==> src/logic/sdramPkg.sv <==
`default_nettype none

package sdramPkg;

  localparam int bankWidth        = 2;
  localparam int rowWidth         = 13;
  localparam int columnWidth      = 9;  // Bit 0 picks the 16-bit half of a word.
  localparam int wordAddressWidth = bankWidth + rowWidth + columnWidth - 1;

  // Encoded as {csN, rasN, casN, weN}.
  typedef enum logic [3:0] {
    cmdInhibit   = 4'b1111,
    cmdNop       = 4'b0111,
    cmdActive    = 4'b0011,
    cmdRead      = 4'b0101,
    cmdWrite     = 4'b0100,
    cmdPrecharge = 4'b0010,
    cmdRefresh   = 4'b0001,
    cmdLoadMode  = 4'b0000
  } sdramCommandT;

  // Single write burst, CAS latency 2, sequential, burst length 1.
  localparam logic [14:0] modeRegisterValue         = 15'b00_000_1_00_010_0_000;
  localparam logic [14:0] extendedModeRegisterValue = 15'b100000001000000;

  localparam int casLatency            = 2;
  localparam int readWaitCycles        = casLatency + 1;  // Includes the pin register.
  localparam int refreshRecoveryCycles = 8;                // Covers tRFC up to 100 MHz.
  localparam int powerUpDivider        = 10000;            // 100 us is 1/10000 s.
  localparam int refreshPeriodDivider  = 128000;           // 7.8125 us is 1/128000 s.
  localparam int refreshSlackCycles    = 16;  // Room for a request still in flight.

  typedef struct packed {
    logic                        valid;
    logic                        readNotWrite;
    logic [wordAddressWidth-1:0] address;
    logic [3:0]                  byteEnables;
    logic [31:0]                 writeData;
  } busRequestT;

  typedef struct packed {
    logic        done;
    logic [31:0] readData;
  } busResponseT;

  typedef struct packed {
    sdramCommandT          command;
    logic [bankWidth-1:0]  bank;
    logic [rowWidth-1:0]   address;
    logic [1:0]            dqmN;
    logic [15:0]           dataOut;
    logic                  dataDriven;
  } sdramPinsT;

  typedef enum logic [4:0] {
    resetState, waitPowerUp,
    prechargeAll, waitPrechargeAll,
    refreshInit1, waitRefreshInit1, refreshInit2, waitRefreshInit2,
    loadMode, waitLoadMode, loadExtendedMode,
    idle,
    refresh, waitRefresh,
    activate, waitActivate,
    writeLo, writeHi,
    readLo, readHi, waitReadData,
    precharge, waitPrecharge
  } sequencerStateT;

endpackage

`default_nettype wire

==> src/logic/sdramTimer.sv <==
`default_nettype none

module sdramTimer
  import sdramPkg::*;
#(
  parameter int clockInHz = 10000000
)
(
  input  logic clock,
  input  logic reset,
  input  logic refreshIssued,
  output logic powerUpDone,
  output logic refreshDue
);

  localparam int powerUpCount = clockInHz / powerUpDivider;
  localparam int refreshCount = clockInHz / refreshPeriodDivider - refreshSlackCycles;
  localparam int powerUpWidth = $clog2(powerUpCount + 1);
  localparam int refreshWidth = $clog2(refreshCount + 1);

  logic [powerUpWidth-1:0] powerUpCounter;
  logic [refreshWidth-1:0] refreshCounter;

  assign powerUpDone = (powerUpCounter == '0);  // Counter parks at zero.

  always_ff @(posedge clock)
  begin
    if (reset)
      powerUpCounter <= powerUpWidth'(powerUpCount - 1);
    else if (!powerUpDone)
      powerUpCounter <= powerUpCounter - 1'b1;
  end

  always_ff @(posedge clock)
  begin
    if (reset || refreshIssued)
    begin
      refreshCounter <= refreshWidth'(refreshCount - 1);
      refreshDue     <= 1'b0;
    end
    else if (refreshCounter != '0)
    begin
      refreshCounter <= refreshCounter - 1'b1;
    end
    else
    begin
      refreshDue <= 1'b1;  // Held until the sequencer issues a refresh.
    end
  end

endmodule

`default_nettype wire

==> src/logic/sdramSequencer.sv <==
`default_nettype none

module sdramSequencer
  import sdramPkg::*;
(
  input  logic                   clock,
  input  logic                   reset,
  input  busRequestT             request,
  input  logic                   powerUpDone,
  input  logic                   refreshDue,
  input  logic [15:0]            sdramDataIn,
  output logic                   refreshIssued,
  output logic                   ready,
  output logic                   initBusy,
  output busResponseT            response,
  output sequencerStateT         state,
  output logic [bankWidth-1:0]   bank,
  output logic [rowWidth-1:0]    row,
  output logic [columnWidth-1:0] column,
  output logic [3:0]             byteEnables,
  output logic [31:0]            writeData
);

  localparam int delayWidth = $clog2(refreshRecoveryCycles + readWaitCycles);

  sequencerStateT            nextState;
  logic                      accept;
  logic                      readNotWrite;
  logic [delayWidth-1:0]     delayCount;
  logic                      delayDone;
  logic [readWaitCycles-1:0] loPipe;
  logic [readWaitCycles-1:0] hiPipe;
  logic [15:0]               wordLo;
  logic [15:0]               wordHi;

  assign ready         = (state == idle) && !refreshDue;  // Refresh wins over requests.
  assign accept        = ready && request.valid;
  assign delayDone     = (delayCount == '0);
  assign refreshIssued = (state == refreshInit1) || (state == refreshInit2) ||
                         (state == refresh);

  assign response.done     = (state == waitPrecharge);
  assign response.readData = ((state == waitPrecharge) && readNotWrite) ?
                             {wordHi, wordLo} : '0;

  always_comb
  begin
    nextState = state;
    case (state)
      resetState       : nextState = waitPowerUp;
      waitPowerUp      : nextState = powerUpDone ? prechargeAll : waitPowerUp;
      prechargeAll     : nextState = waitPrechargeAll;
      waitPrechargeAll : nextState = refreshInit1;
      refreshInit1     : nextState = waitRefreshInit1;
      waitRefreshInit1 : nextState = delayDone ? refreshInit2 : waitRefreshInit1;
      refreshInit2     : nextState = waitRefreshInit2;
      waitRefreshInit2 : nextState = delayDone ? loadMode : waitRefreshInit2;
      loadMode         : nextState = waitLoadMode;
      waitLoadMode     : nextState = loadExtendedMode;
      loadExtendedMode : nextState = idle;
      idle:
      begin
        if (refreshDue)
          nextState = refresh;
        else if (accept)
          nextState = activate;
      end
      refresh          : nextState = waitRefresh;
      waitRefresh      : nextState = delayDone ? idle : waitRefresh;
      activate         : nextState = waitActivate;
      waitActivate:
      begin
        if (readNotWrite)
          nextState = readLo;
        else if (byteEnables[1:0] != 2'b00)
          nextState = writeLo;
        else if (byteEnables[3:2] != 2'b00)
          nextState = writeHi;
        else
          nextState = precharge;  // Only the row is closed when no byte is enabled.
      end
      writeLo          : nextState = (byteEnables[3:2] != 2'b00) ? writeHi : precharge;
      writeHi          : nextState = precharge;
      readLo           : nextState = readHi;
      readHi           : nextState = waitReadData;
      waitReadData     : nextState = delayDone ? precharge : waitReadData;
      precharge        : nextState = waitPrecharge;
      waitPrecharge    : nextState = idle;
      default          : nextState = resetState;
    endcase
  end

  always_ff @(posedge clock)
  begin
    if (reset)
      state <= resetState;
    else
      state <= nextState;
  end

  always_ff @(posedge clock)
  begin
    if (reset)
      initBusy <= 1'b1;
    else if (state == loadExtendedMode)
      initBusy <= 1'b0;
  end

  // Short delay for refresh recovery and the read return.
  always_ff @(posedge clock)
  begin
    if (reset)
      delayCount <= '0;
    else if (refreshIssued)
      delayCount <= delayWidth'(refreshRecoveryCycles - 1);
    else if (state == readHi)
      delayCount <= delayWidth'(readWaitCycles - 1);
    else if (!delayDone)
      delayCount <= delayCount - 1'b1;
  end

  always_ff @(posedge clock)
  begin
    if (accept)
    begin
      readNotWrite <= request.readNotWrite;
      bank         <= request.address[wordAddressWidth-1 -: bankWidth];
      row          <= request.address[columnWidth-1 +: rowWidth];
      column       <= {request.address[columnWidth-2:0], 1'b0};
      byteEnables  <= request.byteEnables;
      writeData    <= request.writeData;
    end
  end

  // Read markers follow the command through the pin register and CAS latency.
  always_ff @(posedge clock)
  begin
    if (reset)
    begin
      loPipe <= '0;
      hiPipe <= '0;
    end
    else
    begin
      loPipe <= {loPipe[readWaitCycles-2:0], state == readLo};
      hiPipe <= {hiPipe[readWaitCycles-2:0], state == readHi};
    end
  end

  always_ff @(posedge clock)
  begin
    if (loPipe[readWaitCycles-1])
      wordLo <= sdramDataIn;
    if (hiPipe[readWaitCycles-1])
      wordHi <= sdramDataIn;
  end

endmodule

`default_nettype wire

==> src/logic/sdramCommandOut.sv <==
`default_nettype none

module sdramCommandOut
  import sdramPkg::*;
(
  input  logic                   clock,
  input  logic                   reset,
  input  sequencerStateT         state,
  input  logic [bankWidth-1:0]   bank,
  input  logic [rowWidth-1:0]    row,
  input  logic [columnWidth-1:0] column,
  input  logic [3:0]             byteEnables,
  input  logic [31:0]            writeData,
  output sdramPinsT              pins
);

  sdramPinsT            pinsNext;
  logic                 highHalf;
  logic [rowWidth-1:0]  columnAddress;

  assign highHalf      = (state == writeHi) || (state == readHi);
  assign columnAddress = {{(rowWidth - columnWidth){1'b0}},
                          column[columnWidth-1:1], highHalf};

  always_comb
  begin
    pinsNext            = '0;
    pinsNext.command    = cmdNop;
    pinsNext.dqmN       = 2'b11;
    pinsNext.dataOut    = highHalf ? writeData[31:16] : writeData[15:0];
    case (state)
      resetState, waitPowerUp:
        pinsNext.command = cmdInhibit;
      prechargeAll, precharge:
      begin
        pinsNext.command     = cmdPrecharge;
        pinsNext.address[10] = 1'b1;  // All banks.
      end
      refreshInit1, refreshInit2, refresh:
        pinsNext.command = cmdRefresh;
      loadMode:
      begin
        pinsNext.command                    = cmdLoadMode;
        {pinsNext.bank, pinsNext.address}   = modeRegisterValue;
      end
      loadExtendedMode:
      begin
        pinsNext.command                    = cmdLoadMode;
        {pinsNext.bank, pinsNext.address}   = extendedModeRegisterValue;
      end
      activate:
      begin
        pinsNext.command = cmdActive;
        pinsNext.bank    = bank;
        pinsNext.address = row;
      end
      readLo, readHi:
      begin
        pinsNext.command = cmdRead;
        pinsNext.bank    = bank;
        pinsNext.address = columnAddress;
        pinsNext.dqmN    = 2'b00;
      end
      writeLo, writeHi:
      begin
        pinsNext.command    = cmdWrite;
        pinsNext.bank       = bank;
        pinsNext.address    = columnAddress;
        pinsNext.dqmN       = highHalf ? ~byteEnables[3:2] : ~byteEnables[1:0];
        pinsNext.dataDriven = 1'b1;
      end
      default:
        pinsNext.command = cmdNop;
    endcase
  end

  always_ff @(posedge clock)
  begin
    if (reset)
    begin
      pins.command    <= cmdInhibit;
      pins.dqmN       <= 2'b11;
      pins.dataDriven <= 1'b0;
    end
    else
    begin
      pins <= pinsNext;
    end
  end

endmodule

`default_nettype wire

==> src/logic/sdramController.sv <==
`default_nettype none

module sdramController
  import sdramPkg::*;
#(
  parameter int clockInHz = 10000000
)
(
  input  logic        clock,
  input  logic        reset,
  input  busRequestT  request,
  output logic        ready,
  output busResponseT response,
  output logic        initBusy,
  output sdramPinsT   pins,
  input  logic [15:0] sdramDataIn
);

  logic                   powerUpDone;
  logic                   refreshDue;
  logic                   refreshIssued;
  sequencerStateT         state;
  logic [bankWidth-1:0]   bank;
  logic [rowWidth-1:0]    row;
  logic [columnWidth-1:0] column;
  logic [3:0]             byteEnables;
  logic [31:0]            writeData;

  sdramTimer #(
    .clockInHz(clockInHz)
  ) timer (
    .clock        (clock),
    .reset        (reset),
    .refreshIssued(refreshIssued),
    .powerUpDone  (powerUpDone),
    .refreshDue   (refreshDue)
  );

  sdramSequencer sequencer (
    .clock        (clock),
    .reset        (reset),
    .request      (request),
    .powerUpDone  (powerUpDone),
    .refreshDue   (refreshDue),
    .sdramDataIn  (sdramDataIn),
    .refreshIssued(refreshIssued),
    .ready        (ready),
    .initBusy     (initBusy),
    .response     (response),
    .state        (state),
    .bank         (bank),
    .row          (row),
    .column       (column),
    .byteEnables  (byteEnables),
    .writeData    (writeData)
  );

  sdramCommandOut commandOut (
    .clock      (clock),
    .reset      (reset),
    .state      (state),
    .bank       (bank),
    .row        (row),
    .column     (column),
    .byteEnables(byteEnables),
    .writeData  (writeData),
    .pins       (pins)
  );

endmodule

`default_nettype wire

==> config.mk <==
export PLATFORM = sky130hd
export DESIGN_NAME = sdramController
export DESIGN_NICKNAME = d
export VERILOG_FILES = /design/src/logic/sdramPkg.sv /design/src/logic/sdramTimer.sv /design/src/logic/sdramSequencer.sv /design/src/logic/sdramCommandOut.sv /design/src/logic/sdramController.sv
export SDC_FILE = /design/constraint.sdc
export NUM_CORES = 1
export LEC_CHECK = 0
export ABC_AREA = 1
export BUFFER_PORTS_ARGS = -buffer_cell sky130_fd_sc_hd__buf_2
export CAP_MARGIN = 25
export CORE_MARGIN = 2
export CORE_UTILIZATION = 35
export DETAILED_ROUTE_END_ITERATION = 12
export PLACE_DENSITY = 0.67
export SLEW_MARGIN = 10
export SYNTH_ARGS = -nofsm -noshare
export SYNTH_HDL_FRONTEND = slang
export SYNTH_SLANG_ARGS = --single-unit
==> constraint.sdc <==
create_clock -name clock -period 5.2 [get_ports clock]
set_input_delay 0.52 -clock clock [delete_from_list [all_inputs] [get_ports clock]]
set_output_delay 0.52 -clock clock [all_outputs]
set_load 0.02 [all_outputs]
**Yosys cells after proc, flatten, opt, wreduce, memory -nomap -nowiden**

Index checks and enable logic that the tools add are counted.

- Register bits after elaboration: 163
- Input bits: 79

- Add/subtract/negate cells: 3
- Equality and inequality tests: 24
- Mux-type cells: 23
- Bitwise logic cells: 2
- Reduce and logical (&&, ||, !) cells: 23

Operators by type and width:

| operator | number |
|---|---|
| 5-bit one-hot mux with 22 select lines | 1 |
| 5-bit by 4-bit equality test with 1-bit output, second input constant | 8 |
| 10-bit one-hot mux with 4 select lines | 1 |
| 5-bit equality test, second input constant | 7 |
| 32-bit two-way mux | 1 |
| 4-bit one-hot mux with 7 select lines | 1 |
| 5-bit by 3-bit equality test with 1-bit output, second input constant | 4 |
| 5-bit two-way mux | 4 |
| 16-bit two-way mux | 1 |
| 3-bit two-way mux | 5 |
| 4-bit one-hot mux with 3 select lines | 1 |
| 2-bit OR reduction | 6 |
| 5-bit by 2-bit equality test with 1-bit output, second input constant | 2 |
| 10-bit zero test | 1 |
| 10-bit by 1-bit subtractor with 10-bit output, second input constant | 1 |
| 2-bit two-way mux | 3 |
| 3-bit by 2-bit != test with 1-bit output, second input constant | 2 |
| 6-bit nonzero test | 1 |
| 3-bit OR reduction | 2 |
| 6-bit by 1-bit subtractor with 6-bit output, second input constant | 1 |
| 5-bit by 1-bit equality test with 1-bit output, second input constant | 1 |
| 5-bit zero test | 1 |
| 4-bit zero test | 1 |
| 1-bit logical OR | 4 |
| 10 further kinds | 15 |

**Depth between registers and ports, before layout**

Gate-level depths: netlist of run 1.

- Word-level depth: 6
- Depth in mapped cells: 10
- Gate-level depth less buffers: 10

**Cells and area by module**

A second synthesis of run 1 with hierarchy kept.

- Cell total of the unflattened synthesis: 633
- Area, all modules: 6696.4 sq um

By module, submodules not included:

| module | times used | cells each | area an instance (sq um) | sequential area each (sq um) |
|---|---|---|---|---|
| sdramSequencer | 1 | 326 | 4041.4 | 3083.0 |
| sdramCommandOut | 1 | 188 | 1829.3 | 1071.0 |
| sdramTimer | 1 | 119 | 825.8 | 340.3 |

**Worst setup path before layout of run 1**

OpenSTA, ideal clock, no wires.

- Path kind: register to register
- Start: register sequencer.state[0]
- End: register sequencer.bank[0], enable pin
- Setup time: 0.478 ns
- Arrival time: 3.543 ns
- Required time: 4.722 ns
- Setup slack: 1.179 ns
- Stages on the path, launching flop included: 7
- Path buffers: 0
- Period minus slack after synthesis: 4.021 ns
- Path through: dfxtp_1 nand2_1 nor2_4 nand2_2 nor2_4 inv_1 nor2_1

- Word-level cells in the longest chain between the ends: 3

RTL lines:

| what | line | text |
|---|---|---|
| start: declaration | sdramSequencer.sv:16 | `output sequencerStateT state,` |
| start signal: assignment | sdramSequencer.sv:96 | `state <= resetState;` |
| start signal: assignment | sdramSequencer.sv:98 | `state <= nextState;` |
| 5-bit by 4-bit equality test with 1-bit output | sdramSequencer.sv:36 | `assign ready = (state == idle) && !refreshDue;` |
| 1-bit logical AND | sdramSequencer.sv:36 |  |
| via ready | sdramController.sv:12 | `output logic ready,` |
| 1-bit logical AND | sdramSequencer.sv:37 | `assign accept = ready && request.valid;` |
| via sequencer.accept | sdramSequencer.sv:27 | `logic accept;` |
| end signal: assignment | sdramSequencer.sv:127 | `bank <= request.address[wordAddressWidth-1 -: bankWidth];` |
| end: declaration | sdramSequencer.sv:17 | `output logic [bankWidth-1:0] bank,` |

The timed path passes the listed nets, and every way through them passes these cells.
A chain may end at the register's enable or synchronous reset.

==> impl_metrics.toml, run 1 <==
[outcome]
status = "finished, final reports clean"

[clock_network]
holdBufCountCts = 0
cts_sinks = 163
cts.repair.resized = 0
cts_tree = "yes"
clk_pin_slew_ns = 0.07
root_buffer = "clkbuf_16"
clock_latency_ns = 0.43
cts_buffers = 17
clockBufferDepth = 2
cts_setup_buffers = 0
htreeDepth = 4

[critical_path]
crit_arrival_ns = 2.55
endpoint_kind = "primary output"
cp_max_fo = 32
path_cells = "nand3_1 > nor2_1 > nand2_1 > nor2_1 > buf_2"
critical-path-top-delay-family = "simple AND/OR/NAND/NOR gates"
critPathBufInv = 1
crit_path_top_delay_cell = "dfxtp_1"
worst_setup_path_start_kind = "flip-flop"
cp_common_cell = "nor2_1"
slowest_delay_ns = 0.61
r2r_setup_slack_ns = 2.91
critPathKind = "reg -> out"
critPathRequiredTime_ns = 4.68

[drt]
ant_nets = 0
vias = 4319
dr.pass1.iters = 4
avgViaCountPerCell = 4.48
drt-initial-drc-count = 190
wl_mm = 13.0
drc = 0
drt-wirelength-per-cell_um = 13.5

[die]
die_y_um = 139
core_um2 = 17900
die_x_um = 139
initial_utilization = 0.355
ioPinCount = 152
row_count = 49
die_area_um2 = 19200

[finish]
post-route-util = 0.443
n_antenna_cell = 0
nets = 807
syn2layout_area_growth_pct = 24.9
drive_above_1_share = 0.278

[placement]
gp_congestion = 0.849
dpl.hpwl_mm = 9.03
portBuffers = 151

[synth]
synth_top_area_frac = 0.581
synth_edf_count = 123
netlist_instances = 561
ys_seq_elements = 163
synthFlopType = "edfxtp_1"
syn_nets = 646
yosysMostFrequentCell = "edfxtp_1"
synth_area_um2 = 6350
synth_cell_types = 36
async_reset_ff_frac = 0
yosysTopAreaCell = "edfxtp_1"
yosys_warnings = 0
seq_area_frac_synth = 0.707
avgSynthCellArea_um2 = 11.3
yosys-top-cells-area = "edfxtp_1, dfxtp_1, nand2_1"
ys_top_cells_by_count = "edfxtp_1, nand2_1, nor2_1"

[timing]
drv_slew = 0
period_needed_ns = 3.07
worstMarginPinSlew_ns = 0.915
finalSetupTns_ns = 0
finClkSkew_ns = 0.00681
fin_crit_sh = 0.590
setup_viol = 0
finalHoldViolCount = 0
rsz0062_at_grt = "no"
relSlewSlack = 0.388
max_freq_mhz = 326
hold_ws_ns = 0.263

[power_and_ir_drop]
leakagePower_uw = 0.00350
vdd_ir_drop_max_uv = 250
finalPower_uw = 2840
power_density_nw_per_um2 = 357

[grt]
grt_pass1_wl_mm = 21.1
antenna_found_initial = 0
grt_overflow = 0
grt_util_all_layers = 0.140
grt_max_degree = 61
grt_pass1_vias = 4193

[min_path]
hold_class = "in -> reg"

[job]
maxCapViolations = 0
==> where the power goes <==
part           leakage [uW]  internal, uW  switching, uW  total, uW
clock network      0.000285           682            557       1240
registers           0.00146          1420           14.3       1430
logic               0.00175          68.0           95.9        164
==> cell families after synthesis <==
group | synth area share
AOI/OAI and AO/OA | 0.0406
buffers and inverters | 0.0575
adders and majority gates | 0.0118
xor gates and xnor gates | 0.00689
and+or+nand+nor | 0.174
DFF | 0.707
muxes | 0.00158
==> routing by layer <==
| layer | wire [um] | global-route usage | part of all wire |
|---|---|---|---|
| met1 | 5640 | 0.168 | 0.43 |
| met2 | 5980 | 0.224 | 0.46 |
| met5 | 0 | 0 | 0 |
| met3 | 1040 | 0.0552 | 0.080 |
| met4 | 351 | 0.0622 | 0.027 |
==> worst paths after layout <==
path | depth (start not counted) | from | endpoint
setup / recovery | 5 | sequencer.state[4] | response[13]
setup reg to reg | 7 | sequencer.state[1] | sequencer.writeData[14]
hold / removal | 1 | request[24] | sequencer.writeData[24]
hold reg to reg | 2 | sequencer.loPipe[0] | sequencer.loPipe[1]
==> layout make-up <==
type                    count  area (um^2)
multi-input cells         308         1500
flip-flops and latches    163         4490
clock inverters            14          158
clock buffers              17          425
well taps                 229          287
fillers                  1683         9970
repair buffers            153          771
inverters                  79          299
==> registers in the layout, summed over array words and instances, names as in the netlist, 2 cells and up <==
| register | count |
|---|---|
| sequencer.writeData | 32 |
| sequencer.wordLo | 16 |
| sequencer.byteEnables | 4 |
| sequencer.delayCount | 4 |
| sequencer.wordHi | 16 |
| sequencer.column | 8 |
| sequencer.hiPipe | 3 |
| commandOut.pins | 38 |
| sequencer.bank | 2 |
| sequencer.row | 13 |
| timer.refreshCounter | 6 |
| timer.powerUpCounter | 10 |
| sequencer.loPipe | 3 |
| sequencer.state | 5 |
==> cells in the final DEF, fill, tap and decap left out, drive strengths merged, types with 2 or more instances in the layout <==
cell type,Yosys,routed
a21oi,9,9
a221o,2,2
a22o,6,6
a31oi,4,4
buf,8,153
clkbuf,3,17
clkinv,0,2
dfxtp,40,40
edfxtp,123,123
ha,6,6
inv,79,89
nand2,118,118
nand3,32,32
nand4,5,5
nor2,90,90
nor3,8,8
o211ai,3,3
o21ai,9,9
o31ai,3,3
or2,3,3
xnor2,2,2
xor2,3,3
==> stage by stage <==
| stage | instance area [um^2] | cells | setup slack (ns) |
|---|---|---|---|
| floorplan | 6350 | 561 | 1.18 |
| global placement | 7350 | 932 | 2.77 |
| detailed placement | 7350 | 932 | 2.58 |
| CTS | 7940 | 963 | 2.12 |
| global route | 7940 | 963 | 1.90 |
| finish | 7940 | 963 | 2.13 |
(Power assumes the default switching activity.)
==> inputs of run 2 (changes only) <==
- clock period: 5.2 -> 3.1 ns (I/O delays scaled with it)
==> impl_metrics.toml, run 2 (synthesized netlist as in run 1, its figures left out) <==
[clock_network]
cts_tree = "yes"
root_buffer = "clkbuf_16"
cts_setup_buffers = 0
clk_pin_slew_ns = 0.07
holdBufCountCts = 0
cts_buffers = 17
cts.repair.resized = 0
cts_sinks = 163
clock_latency_ns = 0.42
htreeDepth = 4
clockBufferDepth = 2

[timing]
rsz0062_at_grt = "no"
fin_crit_sh = 0.767
worstMarginPinSlew_ns = 0.844
drv_slew = 0
relSlewSlack = 0.437
finalSetupTns_ns = 0
finClkSkew_ns = 0.00791
finalHoldViolCount = 0
hold_ws_ns = 0.0592
period_needed_ns = 2.38
setup_viol = 0
max_freq_mhz = 421

[finish]
regMostFlops = "commandOut.pins"
largest_register_ffs = 38
final_cell_mix = "buf_2, edfxtp_1, nand2_1, nor2_1, inv_1"
largestRegisters = "commandOut.pins x38, sequencer.writeData x32"
syn2layout_area_growth_pct = 25.5
nets = 810
final_common_cell = "buf_2"
drive_above_1_share = 0.279
n_antenna_cell = 0
final_area_um2 = 7980

[critical_path]
crit_path_top_delay_cell = "dfxtp_1"
cp_common_cell = "nor2_1"
critPathKind = "reg -> out"
critical-path-top-delay-family = "flip-flops"
cp_max_fo = 29
path_cells = "nand3_1 > nor2_1 > nand2_1 > buf_8 > nor2_1 > buf_2"
critPathRequiredTime_ns = 2.79
critPathBufInv = 2
slowest_delay_ns = 0.63
endpoint_kind = "primary output"
crit_arrival_ns = 2.07
worst_setup_path_start_kind = "flip-flop"

[die]
die_area_um2 = 19200
row_count = 49
die_y_um = 139
ioPinCount = 152
core_um2 = 17900
die_x_um = 139
initial_utilization = 0.355

[placement]
gp_congestion = 0.885
post_dp_cell_area_um2 = 7380
portBuffers = 151
dpl.hpwl_mm = 8.99

[drt]
drt-wirelength-per-cell_um = 13.4
met3_length_mm = 1.16
drc = 0
drt-met1-wl_mm = 5.43
drt-initial-drc-count = 285
ant_nets = 0
wl_mm = 12.9
wl_met2_mm = 5.84
highest-signal-layer = "met4"
dr.pass1.iters = 5
avgViaCountPerCell = 4.46
vias = 4314

[power_and_ir_drop]
leakagePower_uw = 0.00351
power_density_nw_per_um2 = 596
vdd_ir_drop_max_uv = 407

[job]
maxCapViolations = 0

[grt]
grt_overflow = 0
grt_pass1_vias = 4288
grt_pass1_wl_mm = 21.1
grt_util_all_layers = 0.139
antenna_found_initial = 0
grt_max_degree = 61

[outcome]
status = "finished, final reports clean"

[min_path]
hold_class = "in -> reg"
==> run 2: layout make-up <==
class,count,area [um^2]
fillers,1687,9930
flip-flops and latches,163,4490
multi-input cells,308,1500
repair buffers,156,813
clock buffers,19,433
inverters,79,299
well taps,229,287
clock inverters,13,149
==> run 2: through the flow <==
| step | utilization | setup WS, ns | instances | total power, uW |
|---|---|---|---|---|
| after floorplan | - | 0.0818 | 561 | 2620 |
| after global placement | 0.412 | 0.964 | 934 | 2720 |
| after detailed placement | 0.412 | 0.780 | 934 | 2730 |
| after CTS | 0.445 | 0.321 | 966 | 4800 |
| after global routing | 0.446 | 0.464 | 967 | 4940 |
| final | 0.446 | 0.722 | 967 | 4750 |
==> run 2: path summary, 6_finish.rpt <==
kind	start	end	slack, ns	depth (start not counted)
max	sequencer.state[4]	response[9]	0.72	6
min reg2reg	sequencer.hiPipe[1]	sequencer.hiPipe[2]	0.40	2
min	request[59]	sequencer.readNotWrite	0.06	1
max reg2reg	sequencer.state[4]	commandOut.pins[35]	1.15	6
==> run 2: routing by layer <==
metal / up-vias / track usage
met5: - / 0
met4: 0 / 0.0712
met3: 33 / 0.0542
met2: 179 / 0.222
met1: 1912 / 0.165
li1: 2190 / -
==> run 2: power by group <==
group          total, uW  switching [uW]  internal (uW)
registers           2410            24.2           2380
logic                276             161            115
clock network       2070             869           1200
